**config.mk**
```make
export PLATFORM = sky130hd
export DESIGN_NAME = oversample_filter_flat
export DESIGN_NICKNAME = d
export VERILOG_FILES = /design/src/verilog/pid_pkg.sv /design/src/verilog/cfg_if.sv /design/src/verilog/oversample_filter.sv /design/src/flat_wrapper.sv
export VERILOG_INCLUDE_DIRS = /design/src /design/src/verilog
export SDC_FILE = /design/constraint.sdc
export NUM_CORES = 1
export LEC_CHECK = 0
export BUFFER_PORTS_ARGS = -buffer_cell sky130_fd_sc_hd__buf_4
export CAP_MARGIN = 20
export CORE_MARGIN = 5
export CORE_UTILIZATION = 32
export DETAILED_ROUTE_END_ITERATION = 7
export PLACE_DENSITY = 0.51
export SETUP_SLACK_MARGIN = 0.02
export SYNTH_ARGS = -nofsm -noshare
export SYNTH_HDL_FRONTEND = slang
export SYNTH_SLANG_ARGS = --single-unit
```
**constraint.sdc**
```tcl
create_clock -name clk_in -period 5.7 [get_ports clk_in]
set_clock_uncertainty 0.1 [all_clocks]
set_input_delay 0.855 -clock clk_in [delete_from_list [all_inputs] [get_ports clk_in]]
set_output_delay 0.855 -clock clk_in [all_outputs]
set_load 0.03 [all_outputs]
```
**src/verilog/pid_macros.svh**
```systemverilog
`ifndef PID_MACROS_SVH
`define PID_MACROS_SVH

// Channel and source counts
`define PID_N_CHAN 4
`define PID_W_CHAN 2
`define PID_N_SRC  8
`define PID_W_SRC  3

// Datapath widths
`define PID_W_DIN  18    // Signed sample
`define PID_W_COMP 48    // PID arithmetic
`define PID_W_DOUT 32    // Clamped output
`define PID_W_COEF 16    // Gains and output multiplier
`define PID_W_OS   3     // Oversample exponent

// Wishbone widths
`define PID_W_WB   32
`define PID_W_ADR  8

`endif

```
**src/verilog/pid_pkg.sv**
```systemverilog
`include "pid_macros.svh"

package pid_pkg;

    // Register opcode from wb_adr[7:4]
    typedef enum logic [3:0] {
        REG_SRC_MAP  = 4'h0,    // Source in chan field, data[2] enable, data[1:0] channel
        REG_OS       = 4'h1,    // Oversample exponent, clears all sums
        REG_SETPOINT = 4'h2,
        REG_KP       = 4'h3,
        REG_KI       = 4'h4,
        REG_KD       = 4'h5,
        REG_MULT     = 4'h6,
        REG_RSHIFT   = 4'h7,
        REG_MIN      = 4'h8,
        REG_MAX      = 4'h9
    } cfg_reg_e;

    // How much error history a channel holds
    typedef enum logic [1:0] {
        HIST_EMPTY,
        HIST_ONE,
        HIST_FULL
    } pid_state_e;

    // Dispatch and oversample stream
    typedef struct packed {
        logic                         dv;
        logic [`PID_W_CHAN-1:0]       chan;
        logic signed [`PID_W_DIN-1:0] data;
    } sample_t;

    // PID correction stream
    typedef struct packed {
        logic                          dv;
        logic [`PID_W_CHAN-1:0]        chan;
        logic signed [`PID_W_COMP-1:0] data;
    } delta_t;

endpackage
```
**src/verilog/cfg_if.sv**
```systemverilog
`timescale 1ns/10ps
`include "pid_macros.svh"

interface cfg_if;
    import pid_pkg::*;

    logic                 wr_en;     // One-cycle write strobe
    cfg_reg_e             reg_op;    // Target register
    logic [3:0]           chan;      // Channel or source index
    logic [`PID_W_WB-1:0] data;

    // Decoder drives, stages latch what they own
    modport master (output wr_en, reg_op, chan, data);
    modport sink   (input wr_en, reg_op, chan, data);

endinterface

```
**src/verilog/oversample_filter.sv**
```systemverilog
`timescale 1ns/10ps
`include "pid_macros.svh"

module oversample_filter (
    input  logic             clk_in,
    input  logic             reset,
    input  pid_pkg::sample_t sample_in,
    cfg_if.sink              cfg,
    output pid_pkg::sample_t sample_out
);
    import pid_pkg::*;

    localparam int W_CNT = (1 << `PID_W_OS) - 1;    // Counts to 2^os - 1
    localparam int W_SUM = `PID_W_DIN + W_CNT;      // Room for 2^os samples

    logic [`PID_W_OS-1:0]    os;                    // Global exponent
    logic signed [W_SUM-1:0] sums [`PID_N_CHAN];
    logic [W_CNT-1:0]        cnts [`PID_N_CHAN];
    logic signed [W_SUM-1:0] sum_next;
    logic signed [W_SUM-1:0] avg;
    logic                    done;                  // Completing sample
    logic                    os_wr;

    assign os_wr    = cfg.wr_en && cfg.reg_op == REG_OS;
    assign sum_next = sums[sample_in.chan] + W_SUM'(sample_in.data);
    assign avg      = sum_next >>> os;              // Floor of the mean
    assign done     = cnts[sample_in.chan] == W_CNT'((1 << os) - 1);

    // Per-channel accumulation
    always_ff @(posedge clk_in) begin
        if (reset || os_wr) begin
            for (int i = 0; i < `PID_N_CHAN; i++) begin
                sums[i] <= '0;
                cnts[i] <= '0;
            end
        end else if (sample_in.dv) begin
            sums[sample_in.chan] <= done ? '0 : sum_next;
            cnts[sample_in.chan] <= done ? '0 : cnts[sample_in.chan] + 1'b1;
        end
    end

    always_ff @(posedge clk_in) begin
        if (reset) begin
            os            <= '0;
            sample_out.dv <= 1'b0;
        end else begin
            if (os_wr) begin
                os <= cfg.data[`PID_W_OS-1:0];
            end
            sample_out.dv <= sample_in.dv && done && !os_wr;    // Lost to the clear
        end
        sample_out.chan <= sample_in.chan;
        sample_out.data <= avg[`PID_W_DIN-1:0];
    end

endmodule

```
**src/flat_wrapper.sv**
```systemverilog
// flat-port wrapper written by rule: the top's interface ports become plain ports
module oversample_filter_flat import pid_pkg::*;
  (clk_in, reset, sample_in, sample_out, cfg_wr_en, cfg_reg_op, cfg_chan, cfg_data);
  cfg_if cfg_i ();
  input  logic clk_in;
  input  logic reset;
  input  pid_pkg::sample_t sample_in;
  output pid_pkg::sample_t sample_out;
  input wire logic [$bits(cfg_i.wr_en)-1:0] cfg_wr_en;
  input wire logic [$bits(cfg_i.reg_op)-1:0] cfg_reg_op;
  input wire logic [$bits(cfg_i.chan)-1:0] cfg_chan;
  input wire logic [$bits(cfg_i.data)-1:0] cfg_data;
  assign cfg_i.wr_en = cfg_wr_en;
  assign cfg_i.reg_op = cfg_reg_op;
  assign cfg_i.chan = cfg_chan;
  assign cfg_i.data = cfg_data;
  oversample_filter u_core (.clk_in(clk_in), .reset(reset), .sample_in(sample_in), .cfg(cfg_i), .sample_out(sample_out));
endmodule
```
==> metrics.txt, run 1 <==
# TYPE chip_impl_metric gauge
chip_impl_metric{name="wirelength",unit="mm"} 22.8
chip_impl_metric{name="preCtsSetupSlack",unit="ps"} 682
chip_impl_metric{name="max_cap_violations",unit=""} 0
chip_impl_metric{name="totalNegativeSetupSlack",unit="ps"} 0
chip_impl_metric{name="max_stage_delay",unit="ps"} 580
chip_impl_info{name="layout_common_cells",value="nor2_1 (145), edfxtp_1 (128), buf_4 (70)"} 1
chip_impl_metric{name="cts-resized-gates",unit=""} 0
chip_impl_metric{name="number_of_enable_type_register_cells_in_the_synthesized_netlist",unit=""} 128
chip_impl_metric{name="finalHoldViolCount",unit=""} 0
chip_impl_metric{name="detail_route.vias_per_cell",unit=""} 5.29
chip_impl_metric{name="routed-via-count",unit=""} 5857
chip_impl_metric{name="worst_ir_drop_vdd",unit="V"} 0.000187
chip_impl_metric{name="numPortBuffers",unit=""} 51
chip_impl_metric{name="detailedRoute.firstPassIterationCount",unit=""} 5
chip_impl_metric{name="grt_start_max_net_pins",unit=""} 39
chip_impl_metric{name="synth.mux.area_fraction",unit="%"} 14.7
chip_impl_metric{name="setup_viol_count_final",unit=""} 0
chip_impl_info{name="primary_ff_master_synth",value="edfxtp_1"} 1
chip_impl_metric{name="final_layout_size_suffix_gt1_share",unit="%"} 21.1
chip_impl_metric{name="core_area",unit="mm²"} 0.0261
chip_impl_metric{name="final.period_utilization",unit="%"} 80.6
chip_impl_metric{name="synth_xor_area_share",unit="%"} 3.39
chip_impl_info{name="timing.critical_path.to_type",value="register"} 1
chip_impl_metric{name="drc_errors",unit=""} 0
chip_impl_metric{name="synth_area_per_cell",unit="µm²"} 11.7
chip_impl_metric{name="cts_post_setup_buffers_inserted",unit=""} 0
chip_impl_metric{name="antenna_cells",unit=""} 0
chip_impl_info{name="layout.cells.most_common",value="nor2_1"} 1
chip_impl_metric{name="synth_simple_gate_area_share",unit="%"} 13.6
chip_impl_metric{name="grt_pass1_wl",unit="mm"} 35.5
chip_impl_metric{name="cts-buffers-inserted",unit=""} 17
chip_impl_metric{name="hpwl",unit="mm"} 15.0
chip_impl_metric{name="slew-limit-headroom",unit="%"} 35.0
chip_impl_metric{name="worst-slew-pin-transition",unit="ps"} 975
chip_impl_metric{name="routedWlPerCell",unit="µm"} 20.6
chip_impl_metric{name="finalCriticalPeriod",unit="ps"} 4590
chip_impl_metric{name="grt_pass1_vias",unit=""} 5943
chip_impl_metric{name="all_layer_global_routing_usage",unit="%"} 15.3
chip_impl_metric{name="effective_utilization_at_floorplan",unit="%"} 32.4
chip_impl_metric{name="area_delta_synth_final",unit="%"} 15.5
chip_impl_metric{name="num_rows",unit=""} 59
chip_impl_metric{name="post_synthesis_cell_area",unit="mm²"} 0.00846
chip_impl_metric{name="worstPathMaxFanout",unit=""} 18
chip_impl_metric{name="gr-total-overflow",unit=""} 0
chip_impl_metric{name="whs_path_depth",unit=""} 2
chip_impl_metric{name="arrival",unit="ps"} 4790
chip_impl_metric{name="final.fill_count",unit=""} 2593
chip_impl_metric{name="dr.first_iter.drc_count",unit=""} 493
chip_impl_info{name="slowest_stage",value="mux4_2"} 1
chip_impl_metric{name="postLayoutSetupSlackWorst",unit="ps"} 1110
chip_impl_metric{name="fp.dieW",unit="µm"} 173
chip_impl_info{name="setup.worst_path.start_class",value="primary input"} 1
chip_impl_metric{name="synth_compound_area_share",unit="%"} 9.12
chip_impl_metric{name="clkLatencyLatePin",unit="ps"} 450
chip_impl_metric{name="ys_seq_area_share",unit="%"} 51.1
chip_impl_metric{name="grt_antenna_before_repair",unit=""} 0
chip_impl_metric{name="yosys_register_bits",unit=""} 152
chip_impl_metric{name="yosysUniqueCellTypes",unit=""} 66
chip_impl_info{name="holdCritPathClass",value="reg -> reg"} 1
chip_impl_metric{name="reg2regPathDepth",unit=""} 10
chip_impl_metric{name="dpl.cell_count",unit=""} 1075
chip_impl_info{name="grt_setup_unrepaired",value="no"} 1
chip_impl_metric{name="design.die.area",unit="mm²"} 0.0298
chip_impl_metric{name="slew_violations",unit=""} 0
chip_impl_info{name="cts_root_buffer",value="clkbuf_16"} 1
chip_impl_metric{name="mappedNetlistNets",unit=""} 812
chip_impl_metric{name="ys_async_rst_share",unit="%"} 0
chip_impl_info{name="status",value="finished clean"} 1
chip_impl_metric{name="fmax",unit="MHz"} 218
chip_impl_metric{name="synthAdderAreaFrac",unit="%"} 4.08
chip_impl_metric{name="h-tree-depth",unit=""} 4
chip_impl_metric{name="synth-warning-count",unit=""} 0
chip_impl_metric{name="die_y",unit="µm"} 173
chip_impl_metric{name="max-clock-path-buffers",unit=""} 2
chip_impl_metric{name="post_synth_inst_count",unit=""} 721
chip_impl_info{name="crit_chain",value="buf_4 > buf_12 > mux4_2 > ha_1 > and3_1 > and2_0 > a221o_1 > or2_1 > xnor2_1 > buf_4 > mux2i_1 > mux4_2"} 1
chip_impl_metric{name="layout.nets",unit=""} 850
chip_impl_info{name="worstSetupPathType",value="in -> reg"} 1
chip_impl_metric{name="gp_congestion",unit=""} 0.846
chip_impl_metric{name="post_cts_hold_buffer_count",unit=""} 0
chip_impl_metric{name="crit_required",unit="ps"} 5900
chip_impl_metric{name="cts_num_sinks",unit=""} 152
chip_impl_metric{name="leakage",unit="nW"} 3.71
chip_impl_metric{name="pwr_density_cell",unit="mW/mm²"} 351
chip_impl_metric{name="path_clk_slew",unit="ps"} 70
chip_impl_info{name="tritoncts",value="yes"} 1
chip_impl_metric{name="final_antenna_net_count",unit=""} 0
chip_impl_metric{name="top_level_port_count",unit=""} 85
chip_impl_metric{name="fin_cells",unit=""} 1107
chip_impl_metric{name="final_core_utilization",unit="%"} 37.5
chip_impl_info{name="main_combinational_cell_family_by_area_after_synthesis",value="multiplexers"} 1
==> layout make-up <==
| class | count | area (µm²) | area share [%] |
|---|---|---|---|
| Timing Repair Buffer | 72 | 566 | 5.79 |
| Multi-Input combinational cell | 499 | 3810 | 39.0 |
| Tap cell | 335 | 419 | 4.29 |
| Inverter | 17 | 63.8 | 0.653 |
| Sequential cell | 152 | 4320 | 44.3 |
| Clock buffer | 17 | 425 | 4.36 |
| Clock inverter | 15 | 155 | 1.59 |
==> registers in the layout, indices dropped and copies added, names as in the netlist <==
register / flops
u_core.sample_out: 21
u_core.sums: 100
u_core.cnts: 28
u_core.os: 3
==> worst paths after layout <==
check / start / end / slack [ps]
hold / removal: u_core.os[2]$_SDFFE_PP0P_ / u_core.os[2]$_SDFFE_PP0P_ / 470
hold reg to reg: u_core.os[2]$_SDFFE_PP0P_ / u_core.os[2]$_SDFFE_PP0P_ / 470
setup / recovery: sample_in[18] / u_core.sample_out[13]$_DFF_P_ / 1110
setup reg to reg: u_core.os[0]$_SDFFE_PP0P_ / u_core.sums[2][6]$_SDFFCE_PN0P_ / 1350
==> logic make-up (layout without fill, tap and decap cells) <==
kind of cell    after synthesis  after routing
simple gates                259            259
flops                       152            152
compound gates              113            113
buf+inv                      70            121
mux                          69             69
xor+xnor                     31             31
fa+ha+maj                    27             27
==> metrics by stage <==
stage / instance area [µm²] / power, mW / hold slack (ps)
final: 9770 / 3.42 / 470
after detailed placement: 9190 / 2.32 / 463
after floorplan: 8460 / 2.00 / 573
after global placement: 9190 / 2.32 / 443
after global routing: 9770 / 3.59 / 496
after CTS: 9770 / 3.45 / 472
==> power by group <==
part / switching [mW] / internal (mW) / total [mW] / leakage (nW)
logic: 0.585 / 0.355 / 0.940 / 1.89
clock network: 0.547 / 0.584 / 1.13 / 0.280
registers: 0.0273 / 1.33 / 1.35 / 1.54
==> critical path, delay by kind of cell <==
family	cells	cell delay (ps)
buf+inv	3	760
mux	3	1210
fa+ha+maj	1	420
compound gates	1	330
xor+xnor	1	410
simple gates	3	780
==> cell usage after synthesis, types with 2 or more instances <==
library cell / count / share of area, %
a2111oi_0: 2 / 0.21
a211oi_1: 9 / 0.80
a21o_1: 15 / 1.3
a21oi_1: 30 / 1.8
a31o_2: 2 / 0.21
a32oi_1: 2 / 0.21
and2_1: 4 / 0.30
and3_1: 5 / 0.37
buf_1: 11 / 0.49
buf_2: 15 / 0.89
buf_6: 6 / 0.80
clkbuf_1: 20 / 0.89
dfxtp_1: 24 / 5.7
edfxtp_1: 128 / 45
ha_1: 26 / 3.8
inv_1: 16 / 0.71
mux2_2: 4 / 0.53
mux2i_1: 21 / 2.5
mux4_2: 44 / 12
nand2_1: 38 / 1.7
nand3_1: 12 / 0.71
nand3_2: 2 / 0.24
nand4_1: 8 / 0.59
nor2_1: 145 / 6.4
nor2b_1: 6 / 0.44
nor3_1: 14 / 0.83
nor4b_1: 2 / 0.21
o2111ai_1: 2 / 0.21
o211ai_1: 5 / 0.44
o21a_1: 4 / 0.36
o21ai_0: 11 / 0.65
o21ai_1: 3 / 0.18
o21bai_1: 3 / 0.27
o221ai_1: 3 / 0.31
o22ai_1: 4 / 0.30
o31ai_1: 6 / 0.53
or2_1: 7 / 0.52
or2_2: 2 / 0.15
or3_1: 6 / 0.44
xnor2_1: 16 / 1.7
xor2_1: 13 / 1.3
==> layer usage <==
metal,up-vias,GRT usage (%),wire length [µm]
li1,2759,-,-
met1,2918,22.5,10800
met2,161,23.3,10300
met3,19,3.36,1330
met4,0,3.63,293
met5,-,0,0
Power figures use the tool's default switching activity.
==> run 2: changes to the inputs <==
--- a/config.mk
+++ b/config.mk
@@ -11,7 +11,7 @@
 export CORE_MARGIN = 5
 export CORE_UTILIZATION = 32
 export DETAILED_ROUTE_END_ITERATION = 7
-export PLACE_DENSITY = 0.51
+export PLACE_DENSITY = 0.53
 export SETUP_SLACK_MARGIN = 0.02
 export SYNTH_ARGS = -nofsm -noshare
 export SYNTH_HDL_FRONTEND = slang
==> constraint.sdc (replaced) <==
create_clock -name clk_in -period 4 [get_ports clk_in]
set_clock_uncertainty 0.1 [all_clocks]
set_input_delay 0.6 -clock clk_in [delete_from_list [all_inputs] [get_ports clk_in]]
set_output_delay 0.6 -clock clk_in [all_outputs]
set_load 0.03 [all_outputs]
==> metrics.txt, run 2 (synthesized netlist as in run 1, its figures left out) <==
# TYPE chip_impl_metric gauge
chip_impl_info{name="status",value="finished clean"} 1
chip_impl_metric{name="antenna_cells",unit=""} 0
chip_impl_metric{name="num_rows",unit=""} 59
chip_impl_metric{name="slew_violations",unit=""} 0
chip_impl_metric{name="hpwl",unit="mm"} 16.8
chip_impl_info{name="rr_endpoint",value="u_core.sample_out[15]$_DFF_P_"} 1
chip_impl_info{name="crit_chain",value="buf_4 > buf_12 > mux4_2 > ha_1 > o211ai_1 > o21a_1 > a2111oi_1 > buf_4 > o311ai_2 > mux2i_1 > and2b_1 > mux2_2 > o221ai_1 > buf_4"} 1
chip_impl_metric{name="max-clock-path-buffers",unit=""} 2
chip_impl_metric{name="grt_antenna_before_repair",unit=""} 0
chip_impl_metric{name="power_switching_share",unit="%"} 32.5
chip_impl_metric{name="use_met1",unit="%"} 21.2
chip_impl_metric{name="drc_errors",unit=""} 0
chip_impl_info{name="setup.worst_path.start_class",value="primary input"} 1
chip_impl_info{name="cts_root_buffer",value="clkbuf_16"} 1
chip_impl_metric{name="layout.nets",unit=""} 956
chip_impl_metric{name="final.period_utilization",unit="%"} 96.0
chip_impl_info{name="gr-max-usage-layer",value="met2"} 1
chip_impl_metric{name="placed_area",unit="mm²"} 0.0101
chip_impl_metric{name="grt_start_max_net_pins",unit=""} 39
chip_impl_metric{name="globalRouteMet2Util",unit="%"} 25.7
chip_impl_metric{name="final.fill_count",unit=""} 2513
chip_impl_info{name="largest_regs",value="u_core.sums (100), u_core.cnts (28), u_core.sample_out (21)"} 1
chip_impl_metric{name="wirelength",unit="mm"} 23.0
chip_impl_metric{name="h-tree-depth",unit=""} 4
chip_impl_metric{name="post-route-cell-area",unit="mm²"} 0.0107
chip_impl_info{name="tritoncts",value="yes"} 1
chip_impl_metric{name="path_clk_slew",unit="ps"} 70
chip_impl_info{name="cp_common_cell",value="buf_4"} 1
chip_impl_metric{name="p_clk_share",unit="%"} 30.2
chip_impl_metric{name="holdWs",unit="ps"} 270
chip_impl_metric{name="slew-limit-headroom",unit="%"} 56.9
chip_impl_metric{name="number_of_flip_flops_under_the_largest_register_name",unit=""} 100
chip_impl_metric{name="finalHoldViolCount",unit=""} 0
chip_impl_metric{name="leakage",unit="nW"} 4.25
chip_impl_metric{name="arrival",unit="ps"} 4110
chip_impl_metric{name="clkLatencyLatePin",unit="ps"} 420
chip_impl_metric{name="pwr_density_cell",unit="mW/mm²"} 478
chip_impl_metric{name="final_core_utilization",unit="%"} 41.1
chip_impl_metric{name="grt_use_met3",unit="%"} 3.38
chip_impl_info{name="holdCritPathClass",value="in -> reg"} 1
chip_impl_metric{name="worstPathMaxFanout",unit=""} 17
chip_impl_metric{name="die_y",unit="µm"} 173
chip_impl_metric{name="numPortBuffers",unit=""} 51
chip_impl_info{name="hp-start",value="reset"} 1
chip_impl_info{name="critical_path.reg2reg.startpoint",value="u_core.sums[3][0]$_DFFE_PP_"} 1
chip_impl_metric{name="cts_num_sinks",unit=""} 152
chip_impl_metric{name="grt_pass1_vias",unit=""} 6413
chip_impl_metric{name="max_cap_violations",unit=""} 0
chip_impl_info{name="timing.critical_path.to_type",value="register"} 1
chip_impl_metric{name="routedWlPerCell",unit="µm"} 19.0
chip_impl_metric{name="effective_utilization_at_floorplan",unit="%"} 32.4
chip_impl_info{name="setup.worst_path.start",value="sample_in[18]"} 1
chip_impl_metric{name="final_antenna_net_count",unit=""} 0
chip_impl_metric{name="dr.first_iter.drc_count",unit=""} 497
chip_impl_metric{name="max_stage_delay",unit="ps"} 540
chip_impl_metric{name="detailedRoute.firstPassIterationCount",unit=""} 4
chip_impl_metric{name="fp.dieW",unit="µm"} 173
chip_impl_metric{name="final_layout_size_suffix_gt1_share",unit="%"} 32.0
chip_impl_metric{name="fmax",unit="MHz"} 260
chip_impl_metric{name="total_switching_power",unit="mW"} 1.66
chip_impl_metric{name="finalCriticalPeriod",unit="ps"} 3840
chip_impl_info{name="layout_common_cells",value="buf_4 (169), nor2_1 (145), edfxtp_1 (128)"} 1
chip_impl_metric{name="gp_congestion",unit=""} 0.843
chip_impl_metric{name="gr-total-overflow",unit=""} 0
chip_impl_metric{name="area_delta_synth_final",unit="%"} 26.6
chip_impl_metric{name="worst-slew-pin-transition",unit="ps"} 645
chip_impl_metric{name="top_level_port_count",unit=""} 85
chip_impl_info{name="grt_setup_unrepaired",value="yes"} 1
chip_impl_metric{name="reg2regPathDepth",unit=""} 13
chip_impl_metric{name="worst_ir_drop_vdd",unit="V"} 0.000285
chip_impl_info{name="layout.cells.most_common",value="buf_4"} 1
chip_impl_metric{name="whs_path_depth",unit=""} 2
chip_impl_metric{name="crit_required",unit="ps"} 4270
chip_impl_metric{name="r2r_slack",unit="ps"} 180
chip_impl_metric{name="all_layer_global_routing_usage",unit="%"} 15.7
chip_impl_metric{name="detail_route.vias_per_cell",unit=""} 5.07
chip_impl_metric{name="power_frac_comb",unit="%"} 32.0
chip_impl_metric{name="total_power",unit="mW"} 5.11
chip_impl_metric{name="internal_power",unit="mW"} 3.45
chip_impl_info{name="worstSetupPathType",value="in -> reg"} 1
chip_impl_info{name="slowest_stage",value="mux4_2"} 1
chip_impl_info{name="registers.top_by_ff_count",value="u_core.sums"} 1
chip_impl_metric{name="sequential_share_of_power",unit="%"} 37.8
chip_impl_metric{name="routed-via-count",unit=""} 6151
chip_impl_info{name="worst_hold_path.endpoint",value="u_core.os[1]$_SDFFE_PP0P_"} 1
chip_impl_metric{name="design.die.area",unit="mm²"} 0.0298
chip_impl_metric{name="setup_viol_count_final",unit=""} 0
chip_impl_metric{name="grt_pass1_wl",unit="mm"} 36.7
chip_impl_metric{name="cts-buffers-inserted",unit=""} 17
chip_impl_metric{name="core_area",unit="mm²"} 0.0261
[run 2: changes by cell type in the layout (fill, tap and decap cells not counted), moves of 3 or more]
cell     previous run  this run
buf_12              2         9
buf_4              70       169
o21ai_0            11         8
o21ai_1             2         5
[run 2: what timing repair did]
item	4_1_cts	5_1_grt
endpoints found under the setup margin	0	7
setup buffers	0	1
hold buffers	0	0
resized for setup	0	8
[run 2: worst max path at each step]
stage	to	slack, ps	depth (start not counted)
global route	u_core.sample_out[15]$_DFF_P_	10	14
finish	u_core.sample_out[15]$_DFF_P_	160	14
CTS	u_core.sample_out[15]$_DFF_P_	90	13
detailed placement	u_core.sample_out[15]$_DFF_P_	-300	14
global placement	u_core.sample_out[15]$_DFF_P_	-300	14
floorplan	u_core.sample_out[13]$_DFF_P_	20	12
[run 2: power by group through the flow]
stage	clock, mW	sequential, mW	combinational, mW
floorplan	0	2.09	0.794
global placement	0	1.97	1.62
detailed placement	0	1.97	1.62
CTS	1.58	1.94	1.63
global route	1.66	1.95	1.78
finish	1.54	1.93	1.64
[run 2: metal layers]
layer	vias up	wire length, µm
met1	3015	10500
met3	19	1080
met5	-	0
met4	0	323
met2	141	11100
li1	2976	-
[run 2: per-stage QoR]
step | setup WS [ps] | std cells | setup TNS (ps)
global placement | -301 | 1180 | -3750
global route | 12.6 | 1213 | 0
floorplan | 15.6 | 721 | 0
CTS | 88.5 | 1212 | 0
finish | 158 | 1213 | 0
detailed placement | -297 | 1180 | -3750
[run 2: final cells by class]
type                       instances  area (µm²)  share of cell area, %
multi-input combinational        499        3890                   36.4
clock inverter                    15         131                   1.23
timing repair buffer             178        1450                   13.5
clock buffer                      17         425                   3.97
inverter                          17        63.8                  0.596
sequential                       152        4320                   40.4
tap                              335         419                   3.92
[run 2: worst max-delay path, delay by kind of cell]
family          cells  cell delay (ps)
simple gates        1              210
buf+inv             4              710
mux                 3             1020
compound gates      5             1180
fa+ha+maj           1              360
